==> src/verilog/racing_pkg.sv <==
package racing_pkg;

  // beam position width
  localparam int pos_w = 9;

  typedef logic [7:0] byte_t;

  // RAM bytes read by the video hardware
  localparam logic [5:0] reg_player_x    = 6'd2;
  localparam logic [5:0] reg_player_y    = 6'd3;
  localparam logic [5:0] reg_enemy_x     = 6'd4;
  localparam logic [5:0] reg_enemy_y     = 6'd5;
  localparam logic [5:0] reg_trackpos_lo = 6'd8;

  // read-only status registers
  localparam byte_t addr_in_hpos  = 8'h40;
  localparam byte_t addr_in_vpos  = 8'h41;
  localparam byte_t addr_in_flags = 8'h42;

  typedef struct packed {
    logic [pos_w-1:0] hpos;
    logic [pos_w-1:0] vpos;
    logic             display_on;
    logic             hsync;
    logic             vsync;
  } scan_pos_t;

  typedef struct packed {
    byte_t addr;
    byte_t wdata;
    logic  we;
  } bus_req_t;

  typedef struct packed {
    logic [1:0] spare;
    logic       collision;
    logic       vsync;
    logic       hsync;
    logic       vpaddle;
    logic       hpaddle;
    logic       display_on;
  } game_flags_t;

  // flags byte, seen raw by the bus and by field when built
  typedef union packed {
    byte_t       raw;
    game_flags_t flags;
  } status_u;

  typedef struct packed {
    byte_t x;
    byte_t y;
  } sprite_pos_t;

  // car seen from above, row 0 at the top
  localparam byte_t car_bitmap [16] = '{
    8'b00001100, 8'b11001100, 8'b11001100, 8'b11111100,
    8'b11101100, 8'b11100000, 8'b01100000, 8'b01110000,
    8'b00110000, 8'b00110000, 8'b00110000, 8'b01101110,
    8'b11101110, 8'b11111110, 8'b11101110, 8'b00101110
  };

endpackage
==> src/verilog/racing_top.sv <==
`timescale 1ns/1ns

module racing_top #(
  parameter int h_display    = 256,
  parameter int h_total      = 309,
  parameter int h_sync_start = 280,
  parameter int h_sync_end   = 303,
  parameter int v_display    = 240,
  parameter int v_total      = 262,
  parameter int v_sync_start = 256,
  parameter int v_sync_end   = 259
) (
  input  logic                 clk,
  input  logic                 rst_n,
  input  racing_pkg::bus_req_t bus,
  input  logic                 hpaddle,
  input  logic                 vpaddle,
  output racing_pkg::byte_t    rd_data,
  output logic                 hsync,
  output logic                 vsync,
  output logic [2:0]           rgb
);

  import racing_pkg::*;

  scan_pos_t   pos;
  sprite_pos_t player_pos;
  sprite_pos_t enemy_pos;
  byte_t       track_lo;
  logic        player_gfx;
  logic        enemy_gfx;
  logic        collision;

  scan_timing #(
    .h_display(h_display), .h_total(h_total),
    .h_sync_start(h_sync_start), .h_sync_end(h_sync_end),
    .v_display(v_display), .v_total(v_total),
    .v_sync_start(v_sync_start), .v_sync_end(v_sync_end)
  ) scan_timing_inst (.clk(clk), .rst_n(rst_n), .pos(pos));

  // staggered fetch points keep the two loads apart
  sprite_renderer #(.load_hpos(256)) player_renderer_inst (
    .clk(clk), .rst_n(rst_n), .pos(pos), .sprite(player_pos), .gfx(player_gfx)
  );

  sprite_renderer #(.load_hpos(260)) enemy_renderer_inst (
    .clk(clk), .rst_n(rst_n), .pos(pos), .sprite(enemy_pos), .gfx(enemy_gfx)
  );

  game_regs game_regs_inst (
    .clk(clk), .rst_n(rst_n), .bus(bus), .pos(pos),
    .hpaddle(hpaddle), .vpaddle(vpaddle), .collision(collision),
    .rd_data(rd_data), .player_pos(player_pos), .enemy_pos(enemy_pos),
    .track_lo(track_lo)
  );

  playfield_mixer #(.h_display(h_display), .v_display(v_display)) playfield_mixer_inst (
    .clk(clk), .rst_n(rst_n), .pos(pos),
    .player_gfx(player_gfx), .enemy_gfx(enemy_gfx), .track_lo(track_lo),
    .rgb(rgb), .collision(collision)
  );

  assign hsync = pos.hsync;
  assign vsync = pos.vsync;

endmodule

==> src/verilog/playfield_mixer.sv <==
`timescale 1ns/1ns

module playfield_mixer #(
  parameter int h_display = 256,
  parameter int v_display = 240
) (
  input  logic                  clk,
  input  logic                  rst_n,
  input  racing_pkg::scan_pos_t pos,
  input  logic                  player_gfx,
  input  logic                  enemy_gfx,
  input  racing_pkg::byte_t     track_lo,
  output logic [2:0]            rgb,
  output logic                  collision
);

  logic track_offside;
  logic track_shoulder;
  logic track_gfx;
  logic r;
  logic g;
  logic b;

  // grass on both outer edges, shoulder stripes inside them
  assign track_offside  = (pos.hpos[7:5] == 3'd0) || (pos.hpos[7:5] == 3'd7);
  assign track_shoulder = (pos.hpos[7:3] == 5'd3) || (pos.hpos[7:3] == 5'd28);
  // stripes scroll with the track position
  assign track_gfx      = track_offside && (pos.vpos[5:1] != track_lo[5:1]);

  assign r = pos.display_on && (player_gfx || enemy_gfx || track_shoulder);
  assign g = pos.display_on && (player_gfx || track_gfx);
  assign b = pos.display_on && (enemy_gfx || track_shoulder);

  always_ff @(posedge clk or negedge rst_n) begin
    if (!rst_n) begin
      rgb <= 3'b000;
    end else begin
      rgb <= {b, g, r};
    end
  end

  // hit anywhere in the frame, cleared on line 0 unless hit again
  always_ff @(posedge clk or negedge rst_n) begin
    if (!rst_n) begin
      collision <= 1'b0;
    end else if (player_gfx && (enemy_gfx || track_gfx)) begin
      collision <= 1'b1;
    end else if (pos.vpos == '0) begin
      collision <= 1'b0;
    end
  end

  a_black_in_blanking: assert property (
    @(posedge clk) disable iff (!rst_n)
    !((pos.hpos < h_display) && (pos.vpos < v_display)) |=> (rgb == 3'b000)
  );

endmodule

==> src/verilog/game_regs.sv <==
`timescale 1ns/1ns

module game_regs (
  input  logic                    clk,
  input  logic                    rst_n,
  input  racing_pkg::bus_req_t    bus,
  input  racing_pkg::scan_pos_t   pos,
  input  logic                    hpaddle,
  input  logic                    vpaddle,
  input  logic                    collision,
  output racing_pkg::byte_t       rd_data,
  output racing_pkg::sprite_pos_t player_pos,
  output racing_pkg::sprite_pos_t enemy_pos,
  output racing_pkg::byte_t       track_lo
);

  import racing_pkg::*;

  byte_t   ram [64];
  status_u status;
  logic    ram_sel;

  // RAM occupies 0x00 to 0x3f
  assign ram_sel = (bus.addr[7:6] == 2'b00);

  always_ff @(posedge clk or negedge rst_n) begin
    if (!rst_n) begin
      for (int i = 0; i < 64; i++) begin
        ram[i] <= '0;
      end
    end else if (bus.we && ram_sel) begin
      ram[bus.addr[5:0]] <= bus.wdata;
    end
  end

  assign status.flags = '{
    spare:      2'b00,
    collision:  collision,
    vsync:      pos.vsync,
    hsync:      pos.hsync,
    vpaddle:    vpaddle,
    hpaddle:    hpaddle,
    display_on: pos.display_on
  };

  always_comb begin
    rd_data = '0;
    if (ram_sel) begin
      rd_data = ram[bus.addr[5:0]];
    end else begin
      case (bus.addr)
        addr_in_hpos:  rd_data = pos.hpos[7:0];
        addr_in_vpos:  rd_data = pos.vpos[7:0];
        addr_in_flags: rd_data = status.raw;
        default:       rd_data = '0;
      endcase
    end
  end

  // registers the video side reads every line
  assign player_pos = '{x: ram[reg_player_x], y: ram[reg_player_y]};
  assign enemy_pos  = '{x: ram[reg_enemy_x], y: ram[reg_enemy_y]};
  assign track_lo   = ram[reg_trackpos_lo];

  for (genvar g = 0; g < 64; g++) begin : g_ram_chk
    a_no_stray_write: assert property (
      @(posedge clk) disable iff (!rst_n)
      !(bus.we && (bus.addr == 8'(g))) |=> $stable(ram[g])
    );
  end

endmodule

==> src/verilog/sprite_renderer.sv <==
`timescale 1ns/1ns

module sprite_renderer #(
  parameter int load_hpos = 256
) (
  input  logic                    clk,
  input  logic                    rst_n,
  input  racing_pkg::scan_pos_t   pos,
  input  racing_pkg::sprite_pos_t sprite,
  output logic                    gfx
);

  import racing_pkg::*;

  localparam logic [1:0] st_wait_line   = 2'd0;
  localparam logic [1:0] st_wait_load   = 2'd1;
  localparam logic [1:0] st_wait_hstart = 2'd2;
  localparam logic [1:0] st_draw        = 2'd3;

  logic [1:0] state;
  logic [4:0] row;
  logic [3:0] bit_cnt;
  byte_t      shifter;
  logic       load;
  logic       on_line;
  logic       hstart;
  logic       fetch_first;
  logic       fetch_next;
  logic       shift_en;

  assign load    = (pos.hpos == pos_w'(load_hpos));
  assign on_line = (pos.vpos == {1'b0, sprite.y});
  assign hstart  = (pos.hpos == {1'b0, sprite.x});

  assign fetch_first = (state == st_wait_line) && load && on_line;
  assign fetch_next  = (state == st_wait_load) && load;
  assign shift_en    = ((state == st_wait_hstart) && hstart) ||
                       ((state == st_draw) && (bit_cnt != 4'd8));

  // row bits, loaded at the fetch hpos and shifted out msb first
  always_ff @(posedge clk) begin
    if (fetch_first) begin
      shifter <= car_bitmap[0];
    end else if (fetch_next) begin
      shifter <= car_bitmap[row[3:0]];
    end else if (shift_en) begin
      shifter <= {shifter[6:0], 1'b0};
    end
  end

  always_ff @(posedge clk or negedge rst_n) begin
    if (!rst_n) begin
      state   <= st_wait_line;
      row     <= '0;
      bit_cnt <= '0;
      gfx     <= 1'b0;
    end else begin
      case (state)
        st_wait_line: begin
          if (fetch_first) begin
            row   <= '0;
            state <= st_wait_hstart;
          end
        end
        st_wait_load: begin
          if (load) begin
            state <= st_wait_hstart;
          end
        end
        st_wait_hstart: begin
          if (hstart) begin
            gfx     <= shifter[7];
            bit_cnt <= 4'd1;
            state   <= st_draw;
          end
        end
        default: begin
          if (bit_cnt == 4'd8) begin
            gfx <= 1'b0;
            // last row done, wait for the next frame
            if (row == 5'd15) begin
              state <= st_wait_line;
            end else begin
              row   <= row + 1'b1;
              state <= st_wait_load;
            end
          end else begin
            gfx     <= shifter[7];
            bit_cnt <= bit_cnt + 1'b1;
          end
        end
      endcase
    end
  end

  a_draw_row_valid: assert property (
    @(posedge clk) disable iff (!rst_n)
    (state != st_draw) ##1 (state == st_draw) |-> (row < 5'd16)
  );

endmodule

==> src/verilog/scan_timing.sv <==
`timescale 1ns/1ns

module scan_timing #(
  parameter int h_display    = 256,
  parameter int h_total      = 309,
  parameter int h_sync_start = 280,
  parameter int h_sync_end   = 303,
  parameter int v_display    = 240,
  parameter int v_total      = 262,
  parameter int v_sync_start = 256,
  parameter int v_sync_end   = 259
) (
  input  logic                  clk,
  input  logic                  rst_n,
  output racing_pkg::scan_pos_t pos
);

  import racing_pkg::*;

  logic [pos_w-1:0] h_cnt;
  logic [pos_w-1:0] v_cnt;
  logic             h_last;
  logic             v_last;

  assign h_last = (h_cnt == pos_w'(h_total - 1));
  assign v_last = (v_cnt == pos_w'(v_total - 1));

  // beam counters, vertical steps on the horizontal wrap
  always_ff @(posedge clk or negedge rst_n) begin
    if (!rst_n) begin
      h_cnt <= '0;
      v_cnt <= '0;
    end else begin
      if (h_last) begin
        h_cnt <= '0;
        if (v_last) begin
          v_cnt <= '0;
        end else begin
          v_cnt <= v_cnt + 1'b1;
        end
      end else begin
        h_cnt <= h_cnt + 1'b1;
      end
    end
  end

  // sync and blanking decoded straight from the counters
  assign pos.hpos       = h_cnt;
  assign pos.vpos       = v_cnt;
  assign pos.hsync      = (h_cnt >= pos_w'(h_sync_start)) && (h_cnt <= pos_w'(h_sync_end));
  assign pos.vsync      = (v_cnt >= pos_w'(v_sync_start)) && (v_cnt <= pos_w'(v_sync_end));
  assign pos.display_on = (h_cnt < pos_w'(h_display)) && (v_cnt < pos_w'(v_display));

  // beam stays inside the frame
  a_pos_in_frame: assert property (
    @(posedge clk) disable iff (!rst_n)
    (h_cnt < pos_w'(h_total)) && (v_cnt < pos_w'(v_total))
  );

endmodule

==> config.mk <==
export PLATFORM = sky130hd
export DESIGN_NAME = racing_top
export DESIGN_NICKNAME = d
export VERILOG_FILES = /design/src/verilog/racing_pkg.sv /design/src/verilog/racing_top.sv /design/src/verilog/playfield_mixer.sv /design/src/verilog/game_regs.sv /design/src/verilog/sprite_renderer.sv /design/src/verilog/scan_timing.sv
export SDC_FILE = /design/constraint.sdc
export NUM_CORES = 1
export LEC_CHECK = 0
export ABC_AREA = 1
export BUFFER_PORTS_ARGS = -buffer_cell sky130_fd_sc_hd__buf_2
export CAP_MARGIN = 0
export CELL_PAD_IN_SITES_DETAIL_PLACEMENT = 1
export CELL_PAD_IN_SITES_GLOBAL_PLACEMENT = 2
export CORE_UTILIZATION = 40
export CTS_CLUSTER_SIZE = 20
export DETAILED_ROUTE_END_ITERATION = 10
export PLACE_DENSITY_LB_ADDON = 0.1
export SYNTH_ARGS = -nofsm -noshare
export SYNTH_HDL_FRONTEND = slang
export SYNTH_SLANG_ARGS = --single-unit
==> constraint.sdc <==
create_clock -name clk -period 7.56 [get_ports clk]
set_input_delay 1.89 -clock clk [delete_from_list [all_inputs] [get_ports clk]]
set_output_delay 1.89 -clock clk [all_outputs]
set_load 0.01 [all_outputs]
; Word-level counts from Yosys, hierarchy flattened
; Memories as Yosys holds them, arrays and structs flattened.
; Cells that the tools add are included.
[totals]
reg_bits = 574
mem_bits_ro = 256
inputBits = 21
mem_count = 2
elab_cells = 245
out_inout_bits = 13
[op_classes]
mux = 52
n_eq_ne = 37
n_addsub = 6
bitwise = 7
n_lt_le_gt_ge = 10
n_reduce_logical = 53
[memory_table]
columns = name, words, word_bits, rd, rd_clocked_by_memory_dff, wr, line
row1 = (no name shown), 16, 8, 1, 0, 0, sprite_renderer.sv:45  ; shifter <= car_bitmap[row[3:0]];
row2 = (no name shown), 16, 8, 1, 0, 0, sprite_renderer.sv:45
[op_table]
columns = op, count
row1 = $bwmux W512, 1
row2 = $mux W8, 12
row3 = $bmux W8 S6, 1
row4 = $demux W8 S6, 1
row5 = $eq A9 B8 Y1, 4
row6 = $eq A9 B9 Y1 const B, 4
row7 = $mux W5, 6
row8 = $eq A8 B7 Y1 const B, 3
row9 = $pmux W8 S3, 1
row10 = $logic_and A1 B1 Y1, 20
row11 = $ne A2 B1 Y1 const B, 10
row12 = $pmux W5 S2, 2
row13 = $add A9 B1 Y9 const B, 2
row14 = $ge A9 B9 Y1 const B, 2
row15 = $le A9 B9 Y1 const B, 2
row16 = $mux W9, 2
row17 = $mux W2, 8
row18 = $mux W4, 4
row19 = $pmux W4 S2, 2
row20 = $reduce_and A4 Y1, 4
row21 = $pmux W2 S3, 2
row22 = $add A5 B1 Y5 const B, 2
row23 = $eq A5 B4 Y1 const B, 2
row24 = $ge A5 B5 Y1 const B, 2
row25 = other kinds (27), 66

; Depth between registers and ports, before layout
[logic_depth]
depth_word = 6
mapped_depth = 16
mapped_depth_nobuf = 13

; Cells and area by module
; Synthesis repeated with hierarchy kept, for this count alone.
[unflattened]
hier_cells = 4196
hier_area_um2 = 30050.1
[by_module_without_submodules]
columns = module, n_inst, seq_area_each_um2, area_each_um2, cells_each
row1 = game_regs, 1, 12812.3, 25157.9, 3424
row2 = sprite_renderer (enemy_renderer_inst), 1, 440.4, 1811.7, 295
row3 = sprite_renderer (player_renderer_inst), 1, 440.4, 1687.9, 277
row4 = scan_timing, 1, 450.4, 1089.8, 147
row5 = playfield_mixer, 1, 100.1, 302.8, 53

; Least setup slack after synthesis
; Ideal clock, no wire load.
[synth_path]
path_type = input to output
startpoint = input bus[9] in the netlist's numbering
endpoint = output rd_data[5]
path_buffers = 3
arrival_ns = 3.372
path_slack_ns = 2.298
cell_stages = 16
t_required_ns = 5.670
cell_sequence = buf_2 > inv_2 > buf_2 > buf_1 > nand2_1 > nand2_1 > nand2_1 > nand2_1 > nand2_1 > nand2_1 > nand2_1 > nand2_1 > nor2_1 > nand2_1 > nand2_1 > nand2_1
[synth_between]
elab_chain_cells = 5
elab_cells_between_ends = 9
classes_between = 3 x eq/ne / 5 x mux / 1 x bitwise
[synth_lines]
columns = item, line
row1 = start: declaration, racing_top.sv:15  ; input racing_pkg::bus_req_t bus,
row2 = $not A6 Y7 (implied by the code), game_regs.sv:49  ; rd_data = ram[bus.addr[5:0]];
row3 = $bmux W8 S6, game_regs.sv:49
row4 = $mux W8 (implied by the code) (2 in a row), game_regs.sv:49
row5 = $mux W8 *, game_regs.sv:48  ; if (ram_sel) begin
row6 = end: declaration, racing_top.sv:18  ; output racing_pkg::byte_t rd_data,
; Mark *: on every way between the ends. The rest lies on a longest branch, timed or not. The select of a mux whose other input is x is not followed.

; Final worst setup path
[layout_path]
startpoint = input bus[11] in the netlist's numbering
endpoint = output rd_data[3]
; Same word-level chain as after synthesis.

==> metrics <==
final-report max-slew violation count=0; crit-path cells=buf_4 -> inv_2 -> buf_4 -> nand3_1 -> nor2_1 -> nand3_1 -> nand2_1 -> a21oi_1 -> nand2_1 -> buf_2; Post-Layout Cell Count=slightly below 5,000; GRT Total Usage=0.276; Synth Warn #=0; Ports=34; Cell Pwr Density=around 230 nW/um^2; Max stage delay on crit path=around 0.77 ns; clock slew at reported path FFs=~0.05 ns; Leak=around 0.016 uW; share of layout cells above drive strength 1=0.0504; ys flop type=dfrtp_1; fillcell total=between 8,000 and 9,000; Die W=~270 um; HP Class=reg -> reg; first-pass GRT wire length=around 160 mm; critical path arrival=4.86 ns; FF+latch count, synth=approximately 570; Antenna Nets Post-Route=0; critical path launch point type=input pin; starting density of the core=0.407; Setup crit end kind=output port; Max-cap violations=0; register area share after synthesis=0.496; syn avg cell area=around 7.2 um^2; CTS max path bufs=3; vias in the first global route=roughly 27,000; EDFF count, synth=0; drt total wl=about 98 mm; Tcrit/Tclk final=0.892; total DRC errors in the routed layout=0; initial antenna violation count=3; relative slew slack=0.170; Core ar.=around 71,000 um^2; CTS Hold Bufs=0; VDD IR max=around 0.17 mV; Tightest Pin Transition=between 1 and 1.5 ns; initial DRC count=1,860; status=finished clean; Final nets=3,953; critical path type=in -> out; vias per cell=about 5.3; RSZ-0062 raised after global routing=false; H-tree levels=3; placed cell area=around 30,000 um^2; async set-reset flop share out of synthesis=0.976; maximum clock frequency=0.148 GHz; vias post-DR=approximately 26,000; total gr overflow=0; post-route cell area=between 30,000 and 40,000 um^2; clock buffer count from CTS=a little under 70; clock skew=0.0154 ns; CTS Root Cell=clkbuf_16; Die ar.=roughly 73,000 um^2; Routed WL per cell=around 20 um; endpoints failing hold=0; TritonRoute pass-1 iters=5; Synth cell types=37; Final GP Congestion=0.864; Port-buffer cells=33; WP data required=about 5.7 ns; Worst Path Max Fanout=37; TritonCTS Sinks=572; Post-Synthesis Cells=roughly 4,000; hpwl dp=roughly 61 mm; Post-Syn Nets=4,051; Rows=97; chip height=270 um; min Tclk post-route=roughly 6.7 ns; CTS resizes=0; Mapped Area=between 20,000 and 30,000 um^2; largest net degree at the start of global routing=approximately 170; setup violators final=0; clk_lat worst skew=approximately 0.6 ns; Placed Cells=~4,800; CTS tree=done; Antenna diodes=0; Post-Route Setup TNS=0 ns; area delta synth->final=10.7%; setup bufs post-CTS=0; slowest stage cell, crit path=inv_2
## registers in the layout, indices dropped and copies added (netlist names), 5 cells and up
signal,count
enemy_renderer_inst.row,5
enemy_renderer_inst.shifter,7
game_regs_inst.enemy_pos,16
game_regs_inst.player_pos,16
game_regs_inst.ram,472
game_regs_inst.track_lo,8
player_renderer_inst.row,5
player_renderer_inst.shifter,7
scan_timing_inst.h_cnt,9
scan_timing_inst.v_cnt,9
## where the power goes
part           switching, uW  total [uW]  leakage, uW  internal, uW
clock network           1340        3340      0.00111          2000
registers               78.4        3270      0.00780          3190
logic                    414         555      0.00718           140
total                   1830        7160       0.0161          5330
## through the flow
stage | hold slack, ns | setup slack, ns | power (uW) | utilization
floorplan | 0.430 | 2.30 | 3620 | -
finish | 0.467 | 0.813 | 7160 | 0.451
global route | 0.497 | 0.669 | 7440 | 0.451
CTS | 0.466 | 0.845 | 7240 | 0.451
detailed placement | 0.457 | 0.861 | 3880 | 0.419
global placement | 0.448 | 0.932 | 3860 | 0.419
## path summary, 6_finish.rpt
kind	slack, ns	from	to	depth (start not counted)
hold reg to reg	0.47	player_renderer_inst.shifter[1]$_SDFFE_PP0P_	player_renderer_inst.shifter[1]$_SDFFE_PP0P_	2
setup / recovery	0.81	bus[11]	rd_data[3]	10
hold / removal	0.47	player_renderer_inst.shifter[1]$_SDFFE_PP0P_	player_renderer_inst.shifter[1]$_SDFFE_PP0P_	2
max in group asynchronous	4.81	rst_n	game_regs_inst.player_pos[8]$_DFFE_PN0P_	2
setup reg to reg	4.99	scan_timing_inst.h_cnt[6]$_DFF_PN0_	enemy_renderer_inst.shifter[5]$_SDFFE_PP0P_	10
min in group asynchronous	1.27	rst_n	game_regs_inst.ram[349]$_DFFE_PN0P_	1
## synthesized netlist by cell type, drive strengths merged (4+ instances only)
| cell type | count | area, um^2 |
|---|---|---|
| or2 | 7 | 43.8 |
| nor2 | 109 | 414 |
| xnor2 | 8 | 70.1 |
| a21oi | 24 | 120 |
| nand4 | 56 | 350 |
| dfxtp | 14 | 280 |
| buf | 45 | 204 |
| nand3 | 54 | 270 |
| nor3 | 21 | 105 |
| xor2 | 9 | 78.8 |
| dfrtp | 558 | 14000 |
| nand2 | 2144 | 8050 |
| clkbuf | 191 | 717 |
| ha | 29 | 363 |
| clkinv | 11 | 41.3 |
| o22ai | 4 | 25.0 |
| nor4 | 9 | 153 |
| o21ai | 576 | 2880 |
| inv | 113 | 424 |
| and2 | 4 | 25.0 |
## critical path, delay by kind of cell
family	cells	cell delay [ns]
buffers and inverters	4	1.75
and+or+nand+nor	5	1.10
AOI/OAI and AO/OA	1	0.06
## kinds of logic after synthesis
group / Yosys count / synth area share
AO/OA/AOI/OAI: 616 / 0.109
XOR/XNOR: 17 / 0.00519
adder cells (fa/ha/maj): 29 / 0.0126
buffers and inverters: 360 / 0.0483
flip-flops: 572 / 0.496
multiplexers: 1 / 0.000349
AND/OR/NAND/NOR: 2406 / 0.328
## final cells by class
cell class	instances	area (um^2)	share of cell area
clock buffers	106	2130	0.0670
clock inverters	9	118	0.00370
inverters	124	475	0.0150
multi-input cells	3069	13100	0.412
flip-flops and latches	572	14200	0.448
well taps	940	1180	0.0370
repair buffers	67	544	0.0171
## layer usage
| layer | GRT usage | share of wire | up-vias |
|---|---|---|---|
| li1 | - | - | 12446 |
| met1 | 0.396 | 0.49 | 13023 |
| met2 | 0.442 | 0.45 | 363 |
| met3 | 0.0395 | 0.040 | 136 |
| met4 | 0.0595 | 0.018 | 6 |
| met5 | 0 | 0.00048 | - |
## cells in the final DEF (no fill, tap or decap), types with 9 or more instances in the layout
master     instances
xor2_1             9
ha_1              29
o21ai_0          576
clkbuf_16         72
a21oi_1           24
inv_1            111
nand3_1           54
inv_2              9
dfxtp_1           14
nor3_1            17
nand2_1         2144
buf_2             29
clkbuf_8          21
nand4_1           56
buf_4             28
dfrtp_1          558
nor2_1           107
clkbuf_1          14
No activity file was read; power rests on OpenSTA's default activity.
